--- src/lsu_config.svh ---
// Load-store unit configuration
`ifndef LSU_CONFIG_SVH
`define LSU_CONFIG_SVH

// ==============================
// Widths and sizes
// ==============================
`define LSU_XLEN        32
`define LSU_DM_BYTES    2048
`define LSU_DM_AW       11

// Upper address halves of the I/O regions
`define LSU_OUT_BASE_HI 16'h1000
`define LSU_IN_BASE_HI  16'h1001

// Output device codes, address bits 15 to 12
`define LSU_DEV_LEDR    4'h0
`define LSU_DEV_LEDG    4'h1
`define LSU_DEV_HEX03   4'h2
`define LSU_DEV_HEX47   4'h3

// ==============================
// Access codes, {store, funct3}
// ==============================
`define LSU_OP_LB       4'b0000
`define LSU_OP_LH       4'b0001
`define LSU_OP_LW       4'b0010
`define LSU_OP_LBU      4'b0100
`define LSU_OP_LHU      4'b0101
`define LSU_OP_SB       4'b1000
`define LSU_OP_SH       4'b1001
`define LSU_OP_SW       4'b1010

`endif

--- src/lsu_pkg.sv ---
// Load-store unit types
`include "lsu_config.svh"

package lsu_pkg;

	// ==============================
	// Vector types
	// ==============================

	// Byte address, one word
	typedef logic [`LSU_XLEN-1:0] lsu_addr_t;

	// Store or load data word
	typedef logic [`LSU_XLEN-1:0] lsu_data_t;

	// Memory cell and hex digit
	typedef logic [7:0] lsu_byte_t;

	// Access code {store, funct3}
	typedef logic [3:0] lsu_bmask_t;

	// Data memory byte index
	typedef logic [`LSU_DM_AW-1:0] lsu_dm_idx_t;

	// Byte lane within a word
	typedef logic [1:0] lsu_lane_t;

	// Bytes written by a store code
	// Zero for loads and unknown codes
	function automatic logic [2:0] lsu_st_bytes(input lsu_bmask_t code);
		case (code)
			`LSU_OP_SB: return 3'd1;
			`LSU_OP_SH: return 3'd2;
			`LSU_OP_SW: return 3'd4;
			default:    return 3'd0;
		endcase
	endfunction

endpackage

--- src/lsu_bus_if.sv ---
// Load-store internal bus
`timescale 1ns/1ps

interface lsu_bus_if
	import lsu_pkg::*;
();

	// Store bus, driven from the top ports
	lsu_addr_t  addr;
	lsu_data_t  wdata;
	logic       wren;
	lsu_bmask_t bmask;

	// Region selects from the decoder
	logic       dm_sel;
	logic       out_sel;
	logic       in_sel;

	// ==============================
	// Modports
	// ==============================

	// Address in, selects out
	modport decode (
		input  addr,
		output dm_sel,
		output out_sel,
		output in_sel
	);

	// Data memory side
	modport dm (input addr, input wdata, input wren, input bmask, input dm_sel);

	// Output register side
	modport outregs (input addr, input wdata, input wren, input bmask, input out_sel);

	// Bus master
	modport top (output addr, output wdata, output wren, output bmask);

endinterface

--- src/lsu_region_decode.sv ---
// Region decode and load select
`timescale 1ns/1ps
`include "lsu_config.svh"

module lsu_region_decode
	import lsu_pkg::*;
(
	input  logic      i_clk,
	input  logic      i_rst,
	lsu_bus_if.decode bus,
	input  lsu_data_t i_io_sw,
	input  lsu_data_t i_dm_rdata,
	output lsu_data_t o_ld_data
);

	// Upper half of the address
	logic [15:0] addr_hi;

	// Switches sampled one cycle back
	lsu_data_t sw_q;

	assign addr_hi = bus.addr[31:16];

	// ==============================
	// Region selects
	// ==============================

	// Data memory 0x0000_0000 to 0x0000_07FF
	assign bus.dm_sel = (bus.addr[`LSU_XLEN-1:`LSU_DM_AW] == '0);

	// Output devices 0x1000_0000 to 0x1000_7FFF
	// Unused device codes are filtered in the register block
	assign bus.out_sel = (addr_hi == `LSU_OUT_BASE_HI) && !bus.addr[15];

	// Switches 0x1001_0000 to 0x1001_0FFF
	assign bus.in_sel = (addr_hi == `LSU_IN_BASE_HI) && (bus.addr[15:12] == 4'h0);

	// ==============================
	// Switch sampling
	// ==============================

	// Free-running sample every edge
	always_ff @(posedge i_clk or negedge i_rst) begin
		if (!i_rst) begin
			sw_q <= '0;
		end else begin
			sw_q <= i_io_sw;
		end
	end

	// ==============================
	// Load result
	// ==============================

	always_comb begin
		// Reserved space reads as zero
		o_ld_data = '0;
		if (bus.dm_sel) begin
			o_ld_data = i_dm_rdata;
		end else if (bus.in_sel) begin
			// Only the switches live in the input region
			o_ld_data = sw_q;
		end
	end

endmodule

--- src/flat_wrapper.sv ---
// flat-port wrapper written by rule: the top's interface ports become plain ports
module lsu_region_decode_flat import lsu_pkg::*;
  (i_clk, i_rst, i_io_sw, i_dm_rdata, o_ld_data, bus_addr, bus_dm_sel, bus_out_sel, bus_in_sel);
  lsu_bus_if bus_i ();
  input  logic i_clk;
  input  logic i_rst;
  input  lsu_data_t i_io_sw;
  input  lsu_data_t i_dm_rdata;
  output lsu_data_t o_ld_data;
  input wire logic [$bits(bus_i.addr)-1:0] bus_addr;
  output wire logic [$bits(bus_i.dm_sel)-1:0] bus_dm_sel;
  output wire logic [$bits(bus_i.out_sel)-1:0] bus_out_sel;
  output wire logic [$bits(bus_i.in_sel)-1:0] bus_in_sel;
  assign bus_i.addr = bus_addr;
  assign bus_dm_sel = bus_i.dm_sel;
  assign bus_out_sel = bus_i.out_sel;
  assign bus_in_sel = bus_i.in_sel;
  lsu_region_decode u_core (.i_clk(i_clk), .i_rst(i_rst), .bus(bus_i), .i_io_sw(i_io_sw), .i_dm_rdata(i_dm_rdata), .o_ld_data(o_ld_data));
endmodule
--- config.mk ---
export PLATFORM = sky130hd
export DESIGN_NAME = lsu_region_decode_flat
export DESIGN_NICKNAME = d
export VERILOG_FILES = /design/src/lsu_pkg.sv /design/src/lsu_bus_if.sv /design/src/lsu_region_decode.sv /design/src/flat_wrapper.sv
export VERILOG_INCLUDE_DIRS = /design/src
export SDC_FILE = /design/constraint.sdc
export NUM_CORES = 1
export LEC_CHECK = 0
export ABC_AREA = 1
export BUFFER_PORTS_ARGS = -buffer_cell sky130_fd_sc_hd__buf_2
export CAP_MARGIN = 40
export CORE_ASPECT_RATIO = 1.4
export CORE_MARGIN = 3
export CORE_UTILIZATION = 37
export DETAILED_ROUTE_END_ITERATION = 10
export PLACE_DENSITY = 0.9
export RECOVER_POWER = 25
export SYNTH_ARGS = -nofsm -noshare
export SYNTH_HDL_FRONTEND = slang
export SYNTH_SLANG_ARGS = --single-unit
--- constraint.sdc ---
create_clock -name i_clk -period 1.15 [get_ports i_clk]
set_input_delay 0.0575 -clock i_clk [delete_from_list [all_inputs] [get_ports i_clk]]
set_output_delay 0.0575 -clock i_clk [all_outputs]
set_load 0.03 [all_outputs]
==> results.md, run 1 <==
- Status: finished with violations
- Failing checks: negative setup slack
- Vias in the first global route: between 1500 and 2000
- Delay-heaviest family, CP: simple AND/OR/NAND/NOR gates
- Synthesized netlist cell count: around 180
- Final worst slack: -182.7 ps
- Nets: 444
- Die Y: approximately 80 µm
- CTS tree: yes
- Max incr delay on CP: 150 ps
- Synthesized cell area: about 0.0014 mm²
- Die area: roughly 0.0047 mm²
- Largest net degree at the start of global routing: 33
- Post-synthesis sequential area ratio: 55.51%
- Initial cell density of the core: 38.90%
- FMAX: ~750 MHz
- Layout cells sized above 1: around 50%
- RD Place Congestion: 0.8155
- Number of flip-flops in the largest register: 32
- Cell taking the most area after synthesis: dfrtp_1
- Input/output buffers: roughly 120
- Most area-consuming cells after synthesis: dfrtp_1 (56%), nand2_1 (20%), nand3_1 (11%), nor2_1 (4.7%), buf_2 (1.7%)
- Detailed-routing iteration count for the pre-antenna-repair pass: 5
- Buffers and inverters on the worst path: 4
- Global route overflow: 0
- P per Cell Area: ~830 mW/mm²
- Hpwl dp: around 3300 µm
- Top cell type's share of synthesized area: ~56%
- Number of diodes: 0
- Layout area overhead: 114.9%
- Worst Max-Slew Pin Slew: approximately 720 ps
- Drc violations: 0
- WS Path Type: input port to output pin
- Final Hold Fails: 0
- VDD IR max: around 1.2 mV
- RSZ-0062 raised after global routing: true
- Hold Crit Class: input port to async pin
- Total of max-cap violations: 0
- Clock buffers created by TritonCTS: 5
- CP Capture Type: output pin
- Post-synthesis net count: between 200 and 300
- Yosys warns: 0
- Final Critical Period: between 1000 and 1500 ps
- Final instance area: slightly above 0.003 mm²
- Pleak: ~0.0016 µW
- Synth unique cells: 15
- DRT antenna net count: 0
- Global Route Usage Sum: a little under a quarter
- WL final: approximately 6300 µm
- Placed Area: between 0.002 and 0.0025 mm²
- Most common cell after layout, fill and taps aside: buf_2
- Initial antenna violation count: 0
- Core Footprint: 0.003709 mm²
- DR WL/cell: around 16 µm
- Most frequent cells in the layout: buf_2 (84), nand2_1 (67), buf_6 (34), dlygate4sd3_1 (33), dfrtp_1 (32)
- Die width: between 50 and 60 µm
- CTS Sinks: 32
- Place WS: -140.8 ps
- Syn Area/Cell: about 8.1 µm²
- Layout fillers: around 210
- Root Driver: clkbuf_8
- Worst-path maximum fanout: 5
- Slew Viols, Final: 0
- CTS max path bufs: 2
- Initial detailed-routing violation count: a little under 70
- IO Count: ~130
- Final Cycle Share: 115.9%
- Biggest register: u_core.sw_q
- CP Data Required Time: between 1000 and 1500 ps
- First-pass GRT wire length: about 7900 µm
- Yosys reg bits: 32
- Fin util: between 80% and 90%
- Cell Chain, Critical Path: buf_2 -> nor2_1 -> nand2_1 -> nor2_2 -> nand2_2 -> nor2_4 -> buf_12 -> clkbuf_16 -> nand3_2 -> nand2_1 -> buf_6
- # H-tree levels: 2
- Via density: between 4 and 5
- Worst path slowest cell: nor2_4
- Crit-path most repeated cell: nand2_1
- Startpoint types: input port
- Cell row count: 26
- Critical path arrival: approximately 1300 ps
- Final setup violating endpoints: 33
- Regs by FF count: u_core.sw_q x32
- Vias: about 1900
- Rel. slew slack: 51.79%
- Worst-path clk slew: 70 ps
area by class of cell:
| class | instances | area, µm² | area share, % |
|---|---|---|---|
| clock inverters | 3 | 42.54 | 1.372 |
| repair buffers | 169 | 1419 | 45.76 |
| flip-flops and latches | 32 | 800.8 | 25.83 |
| inverters | 6 | 27.53 | 0.8878 |
| multi-input cells | 132 | 689.4 | 22.24 |
| clock buffers | 5 | 68.82 | 2.220 |
| well taps | 42 | 52.55 | 1.695 |
cells in the mapped netlist, drive strengths merged:
cell / count
nor2: 19
nand3: 33
nor3: 1
buf: 9
clkinv: 1
dfrtp: 32
nand2: 76
inv: 5
nor3b: 1
or3: 1
or2: 1
path summary, 6_finish.rpt:
check                             start                        end  slack, ps  depth (start not counted)
worst max-delay path       bus_addr[21]              o_ld_data[25]       -180                         11
worst min-delay path              i_rst  u_core.sw_q[21]$_DFF_PN0_        370                          2
max in group asynchronous         i_rst   u_core.sw_q[1]$_DFF_PN0_        310                          2
min in group i_clk          i_io_sw[12]  u_core.sw_q[12]$_DFF_PN0_        410                          2
cell families after synthesis:
kind of cell | Yosys count | share of synthesized area [%]
flip-flops | 32 | 55.51
buffers and inverters | 15 | 5.724
AND/OR/NAND/NOR | 132 | 38.77
where the power goes:
| group | switching, µW | internal, µW | total, µW | leakage [µW] |
|---|---|---|---|---|
| combinational | 118 | 199 | 318 | 0.00115 |
| sequential | 23.6 | 1180 | 1210 | 0.000373 |
| clock | 418 | 640 | 1060 | 0.0000541 |
| total | 560 | 2020 | 2580 | 0.00158 |
routing by layer:
metal | vias to the layer above | wire (µm) | global-route usage, %
li1 | 896 | - | -
met1 | 874 | 1865 | 20.17
met2 | 107 | 3665 | 43.58
met3 | 31 | 401 | 4.531
met4 | 0 | 338 | 14.51
met5 | - | 0 | 0
repair_timing:
action                                  4_1_cts  5_1_grt
gates resized for setup                      36       67
endpoints found under the setup margin       34       35
buffers inserted                              0        1
endpoints found under the hold margin        64        0
hold buffers                                 33        0
pin swaps                                     1       15
cloned                                        0        6
through the flow:
| step | TNS [ps] | std cells | power [µW] | hold WS [ps] |
|---|---|---|---|---|
| after floorplan | 0 | 179 | 1239 | -238.1 |
| after global placement | -3362 | 341 | 1407 | 123.5 |
| after detailed placement | -3943 | 341 | 1418 | 145.6 |
| after CTS | -3102 | 382 | 2566 | 383.5 |
| after global routing | -7395 | 389 | 2679 | 416.9 |
| final | -4234 | 389 | 2582 | 374.5 |
Power figures use the tool's default switching activity.
==> inputs of run 2 (changes only) <==
==> constraint.sdc (replaced) <==
create_clock -name i_clk -period 1.15 [get_ports i_clk]
set_input_delay 0.0575 -clock i_clk [delete_from_list [all_inputs] [get_ports i_clk]]
set_output_delay 0.0575 -clock i_clk [all_outputs]
set_load 0.005 [all_outputs]
==> results.md, run 2 (synthesis gave the netlist of run 1 again) <==
- Rel. slew slack: 74.36% (+23 points)
- Die Y: 79.88 µm (unchanged)
- Fin util: 76.96% (-6.6 points)
- WS Path Type: input port to output pin
- RD Place Congestion: 0.8044 (-1.4%)
- Final Hold Fails: 0 (unchanged)
- Vias: 1831 (-4.0%)
- P per Cell Area: 942.7 mW/mm² (+13%)
- Initial detailed-routing violation count: 25 (-64%)
- Final setup TNS: -2460 ps (+1773 ps)
- Number of flip-flops in the largest register: 32 (unchanged)
- Drc violations: 0 (unchanged)
- # H-tree levels: 2 (unchanged)
- CTS Sinks: 32 (unchanged)
- Die width: 58.78 µm (unchanged)
- RSZ-0062 raised after global routing: true
- Detailed-routing iteration count for the pre-antenna-repair pass: 4 (-1)
- CP Data Required Time: 1090 ps (about the same)
- CTS max path bufs: 2 (unchanged)
- Die area: 0.004695 mm² (unchanged)
- Failing checks: negative setup slack
- Finished Layout Cells: 388 (-0.26%)
- Core Footprint: 0.003709 mm² (unchanged)
- DR WL/cell: 14.03 µm (-13%)
- Worst-path clk slew: 60 ps (about the same)
- Cell row count: 26 (unchanged)
- Total of max-cap violations: 0 (unchanged)
- Initial cell density of the core: 38.90% (unchanged)
- Root Driver: clkbuf_8
- Most frequent cells in the layout: buf_2 (112), nand2_1 (73), dlygate4sd3_1 (33), dfrtp_1 (32), nand3_1 (20)
- Input/output buffers: 121 (unchanged)
- Number of diodes: 0 (unchanged)
- Pleak: 0.001559 µW (-1.4%)
- Nets: 443 (-0.23%)
- Global route overflow: 0 (unchanged)
- Biggest register: u_core.sw_q
- Status: finished with violations
- Layout cells sized above 1: 47.69% (-3.0 points)
- Layout area overhead: 97.83%
- IO Count: 133 (unchanged)
- Final Cycle Share: 112.9% (-2.9 points)
- Clock buffers created by TritonCTS: 5 (unchanged)
- Final worst slack: -148.9 ps (+33.82 ps)
- Slew Viols, Final: 0 (unchanged)
- Final hold slack: 269.2 ps (-105.4 ps)
- Overall power: 2690 µW (+4.2%)
- Worst-path maximum fanout: 8 (+3)
- CTS tree: yes
- Critical path arrival: 1240 ps (-40 ps)
- Most common cell after layout, fill and taps aside: buf_2
- VDD IR max: 1.019 mV (-18%)
- Worst Max-Slew Pin Slew: 384.6 ps (-338.5 ps)
- Initial antenna violation count: 0 (unchanged)
- DRT antenna net count: 0 (unchanged)
- Final setup violating endpoints: 32 (-3.0%)
- Placed cells: 343 (+0.59%)
- Hold Crit Class: input port to async pin
- Largest net degree at the start of global routing: 18 (-45%)
- Startpoint types: input port
- Via density: 4.719 (-3.8%)
- Hpwl dp: 3300 µm (-1.4%)
- FMAX: 769.9 MHz (+2.6%)
- Vias in the first global route: 1821 (-2.4%)
- Final Critical Period: 1299 ps (-33.82 ps)
- CP Capture Type: output pin
- First-pass GRT wire length: 7790 µm (-1.9%)
- Global Route Usage Sum: 22.35% (-0.30 points)
- WL final: 5445 µm (-13%)
- Regs by FF count: u_core.sw_q x32
-- run 2: path summary, 6_finish.rpt --
check | slack, ps | endpoint | cells past startpoint | start
min in group i_clk | 380 | o_ld_data[26] | 4 | i_dm_rdata[26]
worst min-delay path | 270 | u_core.sw_q[6]$_DFF_PN0_ | 2 | i_rst
worst max-delay path | -150 | o_ld_data[7] | 11 | bus_addr[13]
max in group asynchronous | 330 | u_core.sw_q[10]$_DFF_PN0_ | 3 | i_rst
-- run 2: what timing repair did --
action / 4_1_cts / 5_1_grt
hold buffers: 33 / 0
endpoints found under the setup margin: 32 / 34
resized for setup: 12 / 27
endpoints found under the hold margin: 48 / 0
pin swaps: 12 / 16
buffers inserted: 3 / 0
cloned: 2 / 0
-- run 2: power by group --
| group | internal (µW) | switching [µW] | leakage [µW] |
|---|---|---|---|
| Sequential | 1180 | 22.2 | 0.000373 |
| Clock | 764 | 402 | 0.0000645 |
| Combinational | 207 | 113 | 0.00112 |
| Total | 2150 | 537 | 0.00156 |
-- run 2: cell type report --
class | count | area (µm²)
inverter | 6 | 25.02
sequential | 32 | 800.8
clock buffer | 7 | 96.34
clock inverter | 1 | 30.03
fill | 270 | 854.6
multi-input combinational | 132 | 661.9
timing repair buffer | 168 | 1187
tap | 42 | 52.55
-- run 2: critical path: stages --
cell	delay [ps]
buf_6	100
nor2_4	90
nand2_1	70
nor2_1	120
nand2_1	100
nor2_4	160
buf_12	140
buf_12	120
nand3_2	70
nand2_1	90
buf_2	140
-- run 2: stage by stage --
stage	instance area, µm²	worst slack, ps
final	2854	-148.9
after global routing	2854	-211.2
after CTS	2759	-68.84
after detailed placement	2167	-72.44
after global placement	2167	-54.51
after floorplan	1443	218.2
-- run 2: layer usage --
layer	GRT usage (%)	wire, µm
met4	9.524	218
met5	0	0
met1	20.58	1690
met3	4.531	295
met2	44.58	3241
==> inputs of run 3 (changes only) <==
--- a/config.mk
+++ b/config.mk
@@ -6,12 +6,11 @@
 export SDC_FILE = /design/constraint.sdc
 export NUM_CORES = 1
 export LEC_CHECK = 0
-export ABC_AREA = 1
 export BUFFER_PORTS_ARGS = -buffer_cell sky130_fd_sc_hd__buf_2
 export CAP_MARGIN = 40
 export CORE_ASPECT_RATIO = 1.4
 export CORE_MARGIN = 3
-export CORE_UTILIZATION = 37
+export CORE_UTILIZATION = 40
 export DETAILED_ROUTE_END_ITERATION = 10
 export PLACE_DENSITY = 0.9
 export RECOVER_POWER = 25
==> results.md, run 3 <==
- Detailed-routing iteration count for the pre-antenna-repair pass: 4 (unchanged)
- Nets: 415 (-6.3%)
- RD Place Congestion: 0.7487 (-6.9%)
- DRT antenna net count: 0 (unchanged)
- Global route overflow: 0 (unchanged)
- Number of diodes: 0 (unchanged)
- Synthesized cell area: 0.001748 mm² (+21%)
- Async S/R FF share, synth: 100.0% (unchanged)
- Most frequent cells in the layout: buf_2 (119), nand2_1 (34), dlygate4sd3_1 (33), nand3b_1 (32), dfrtp_1 (32)
- Rel. slew slack: 70.83% (-3.5 points)
- Number of flip-flops in the largest register: 32 (unchanged)
- Initial detailed-routing violation count: 99 (+300%)
- IO Count: 133 (unchanged)
- Die Y: 84.22 µm (+5.4%)
- Via density: 5.238 (+11%)
- Place WS: -256.9 ps (-184.5 ps)
- Worst-path maximum fanout: 17 (+9)
- Status: finished with violations
- Global Route Usage Sum: 23.80% (+1.4 points)
- Finished Layout Cells: 361 (-7.0%)
- Die width: 61.87 µm (+5.3%)
- FMAX: 746.3 MHz (-3.1%)
- VDD IR max: 0.9939 mV (-2.4%)
- CP Capture Type: output pin
- Die area: 0.005210 mm² (+11%)
- Yosys reg bits: 32 (unchanged)
- Final Cycle Share: 116.5% (+3.6 points)
- CTS tree: yes
- Failing checks: negative setup slack
- Top cell type's share of synthesized area: 45.81% (-9.7 points)
- Final worst slack: -189.9 ps (-41.03 ps)
- Worst Max-Slew Pin Slew: 437.5 ps (+52.90 ps)
- Layout area overhead: 71.87%
- Startpoint types: input port
- Core Footprint: 0.004054 mm² (+9.3%)
- Synth top cells by count: nand2_1 (34), dfrtp_1 (32), nand3b_1 (32)
- Biggest register: u_core.sw_q
- Delay-heaviest family, CP: simple AND/OR/NAND/NOR gates
- Final setup violating endpoints: 34 (+6.3%)
- Synth Flop Type: dfrtp_1
- Layout cells sized above 1: 56.92% (+9.2 points)
- Placed Area: 0.002427 mm² (+12%)
- Input/output buffers: 121 (unchanged)
- Overall power: 2721 µW (+1.1%)
- Final instance area: 0.003004 mm² (+5.3%)
- WS Path Type: input port to output pin
- Met2 Track Usage GR: 46.43% (+1.8 points)
- Worst-path clk slew: 60 ps (about the same)
- Critical path arrival: 1280 ps (+40 ps)
- Max incr delay on CP: 310 ps (+150 ps)
- Met3 Use GR: 3.846% (-0.68 points)
- Global route hottest layer: met2
- Regs by FF count: u_core.sw_q x32
- Initial antenna violation count: 0 (unchanged)
- GR Util met1: 23.81% (+3.2 points)
- Slew Viols, Final: 0 (unchanged)
- Vias in the first global route: 2055 (+13%)
- Number of synthesized flops with an enable pin: 0 (unchanged)
- RSZ-0062 raised after global routing: true
- Post-synthesis sequential area ratio: 45.81% (-9.7 points)
- Most frequent cell after synthesis: nand2_1
- Final Critical Period: 1340 ps (+41.03 ps)
- Total of max-cap violations: 0 (unchanged)
- # H-tree levels: 2 (unchanged)
- CTS max path bufs: 2 (unchanged)
- Cell taking the most area after synthesis: dfrtp_1
- Cell Chain, Critical Path: buf_2 -> nor4_4 -> nand4_2 -> buf_6 -> a211oi_2 -> buf_2
- Placed cells: 317 (-7.6%)
- Pleak: 0.001320 µW (-15%)
- Synth unique cells: 19 (+4)
- Drc violations: 0 (unchanged)
- Cell row count: 27 (+3.8%)
- Initial cell density of the core: 43.12% (+4.2 points)
- Crit-path most repeated cell: buf_2
- Final setup TNS: -4373 ps (-1912 ps)
- WL final: 6117 µm (+12%)
- CP Data Required Time: 1090 ps (about the same)
- CTS Sinks: 32 (unchanged)
- P per Cell Area: 905.8 mW/mm² (-3.9%)
- Syn Area/Cell: 10.99 µm² (+36%)
- Most common cell after layout, fill and taps aside: buf_2
- Post-synthesis net count: 257 (-7.2%)
- Clock buffers created by TritonCTS: 5 (unchanged)
- DR WL/cell: 16.94 µm (+21%)
- Final Hold Fails: 0 (unchanged)
- Most area-consuming cells after synthesis: dfrtp_1 (46%), a211oi_2 (20%), nand3b_1 (14%), nand2_1 (7.3%), nor4_2 (2.1%)
- Hold Crit Class: input port to async pin
- Root Driver: clkbuf_8
- Yosys warns: 0 (unchanged)
- Buffers and inverters on the worst path: 3 (-1)
- Worst path slowest cell: nor4_4
- Synthesized netlist cell count: 159 (-11%)
- First-pass GRT wire length: 9170 µm (+18%)
- Vias: 1891 (+3.3%)
- Hpwl dp: 3921 µm (+19%)
- Largest net degree at the start of global routing: 34 (+16)
==> run 3: metal layers <==
metal / up-vias / part of all wire, %
met5: - / 0
met4: 0 / 1.8
met3: 10 / 4.8
met2: 79 / 57
met1: 914 / 36
li1: 888 / -
==> run 3: final cells by class <==
class,count,area [µm²]
well taps,43,53.80
fillers,298,1050
flip-flops and latches,32,800.8
clock inverters,2,35.03
multi-input cells,110,900.9
clock buffers,6,72.57
repair buffers,168,1141
==> run 3: stage by stage <==
stage / hold WS, ps / utilization, %
6_report: 259.9 / 74.10
4_1_cts: 256.0 / 73.15
3_3_place_gp: 12.41 / 59.88
3_5_place_dp: 18.46 / 59.88
5_1_grt: 293.5 / 74.10
2_1_floorplan: -238.1 / -
==> run 3: logic make-up (layout without fill, tap and decap cells) <==
logic type	count (synthesis)	after routing	synth area share [%]
and+or+nand+nor	78	78	27.20
AOI/OAI and AO/OA	32	32	21.76
DFF	32	32	45.81
buffers and inverters	17	176	5.226
==> run 3: timing repair <==
action	4_1_cts	5_1_grt
endpoints found under the setup margin	35	35
hold buffers	33	0
pin swaps	1	1
endpoints found under the hold margin	50	0
buffers inserted	0	1
resized for setup	12	1
gates cloned	1	1
==> run 3: worst paths after layout <==
| kind | start | endpoint | depth (start not counted) |
|---|---|---|---|
| max | bus_addr[19] | o_ld_data[11] | 6 |
| max in group asynchronous | i_rst | u_core.sw_q[1]$_DFF_PN0_ | 3 |
| min in group i_clk | i_io_sw[5] | u_core.sw_q[5]$_DFF_PN0_ | 2 |
| min | i_rst | u_core.sw_q[26]$_DFF_PN0_ | 2 |
==> run 3: report_power, final <==
| part | switching, µW | total, µW | internal (µW) |
|---|---|---|---|
| Clock | 388 | 1030 | 642 |
| Sequential | 16.8 | 1200 | 1180 |
| Combinational | 217 | 492 | 275 |
| Total | 622 | 2720 | 2100 |
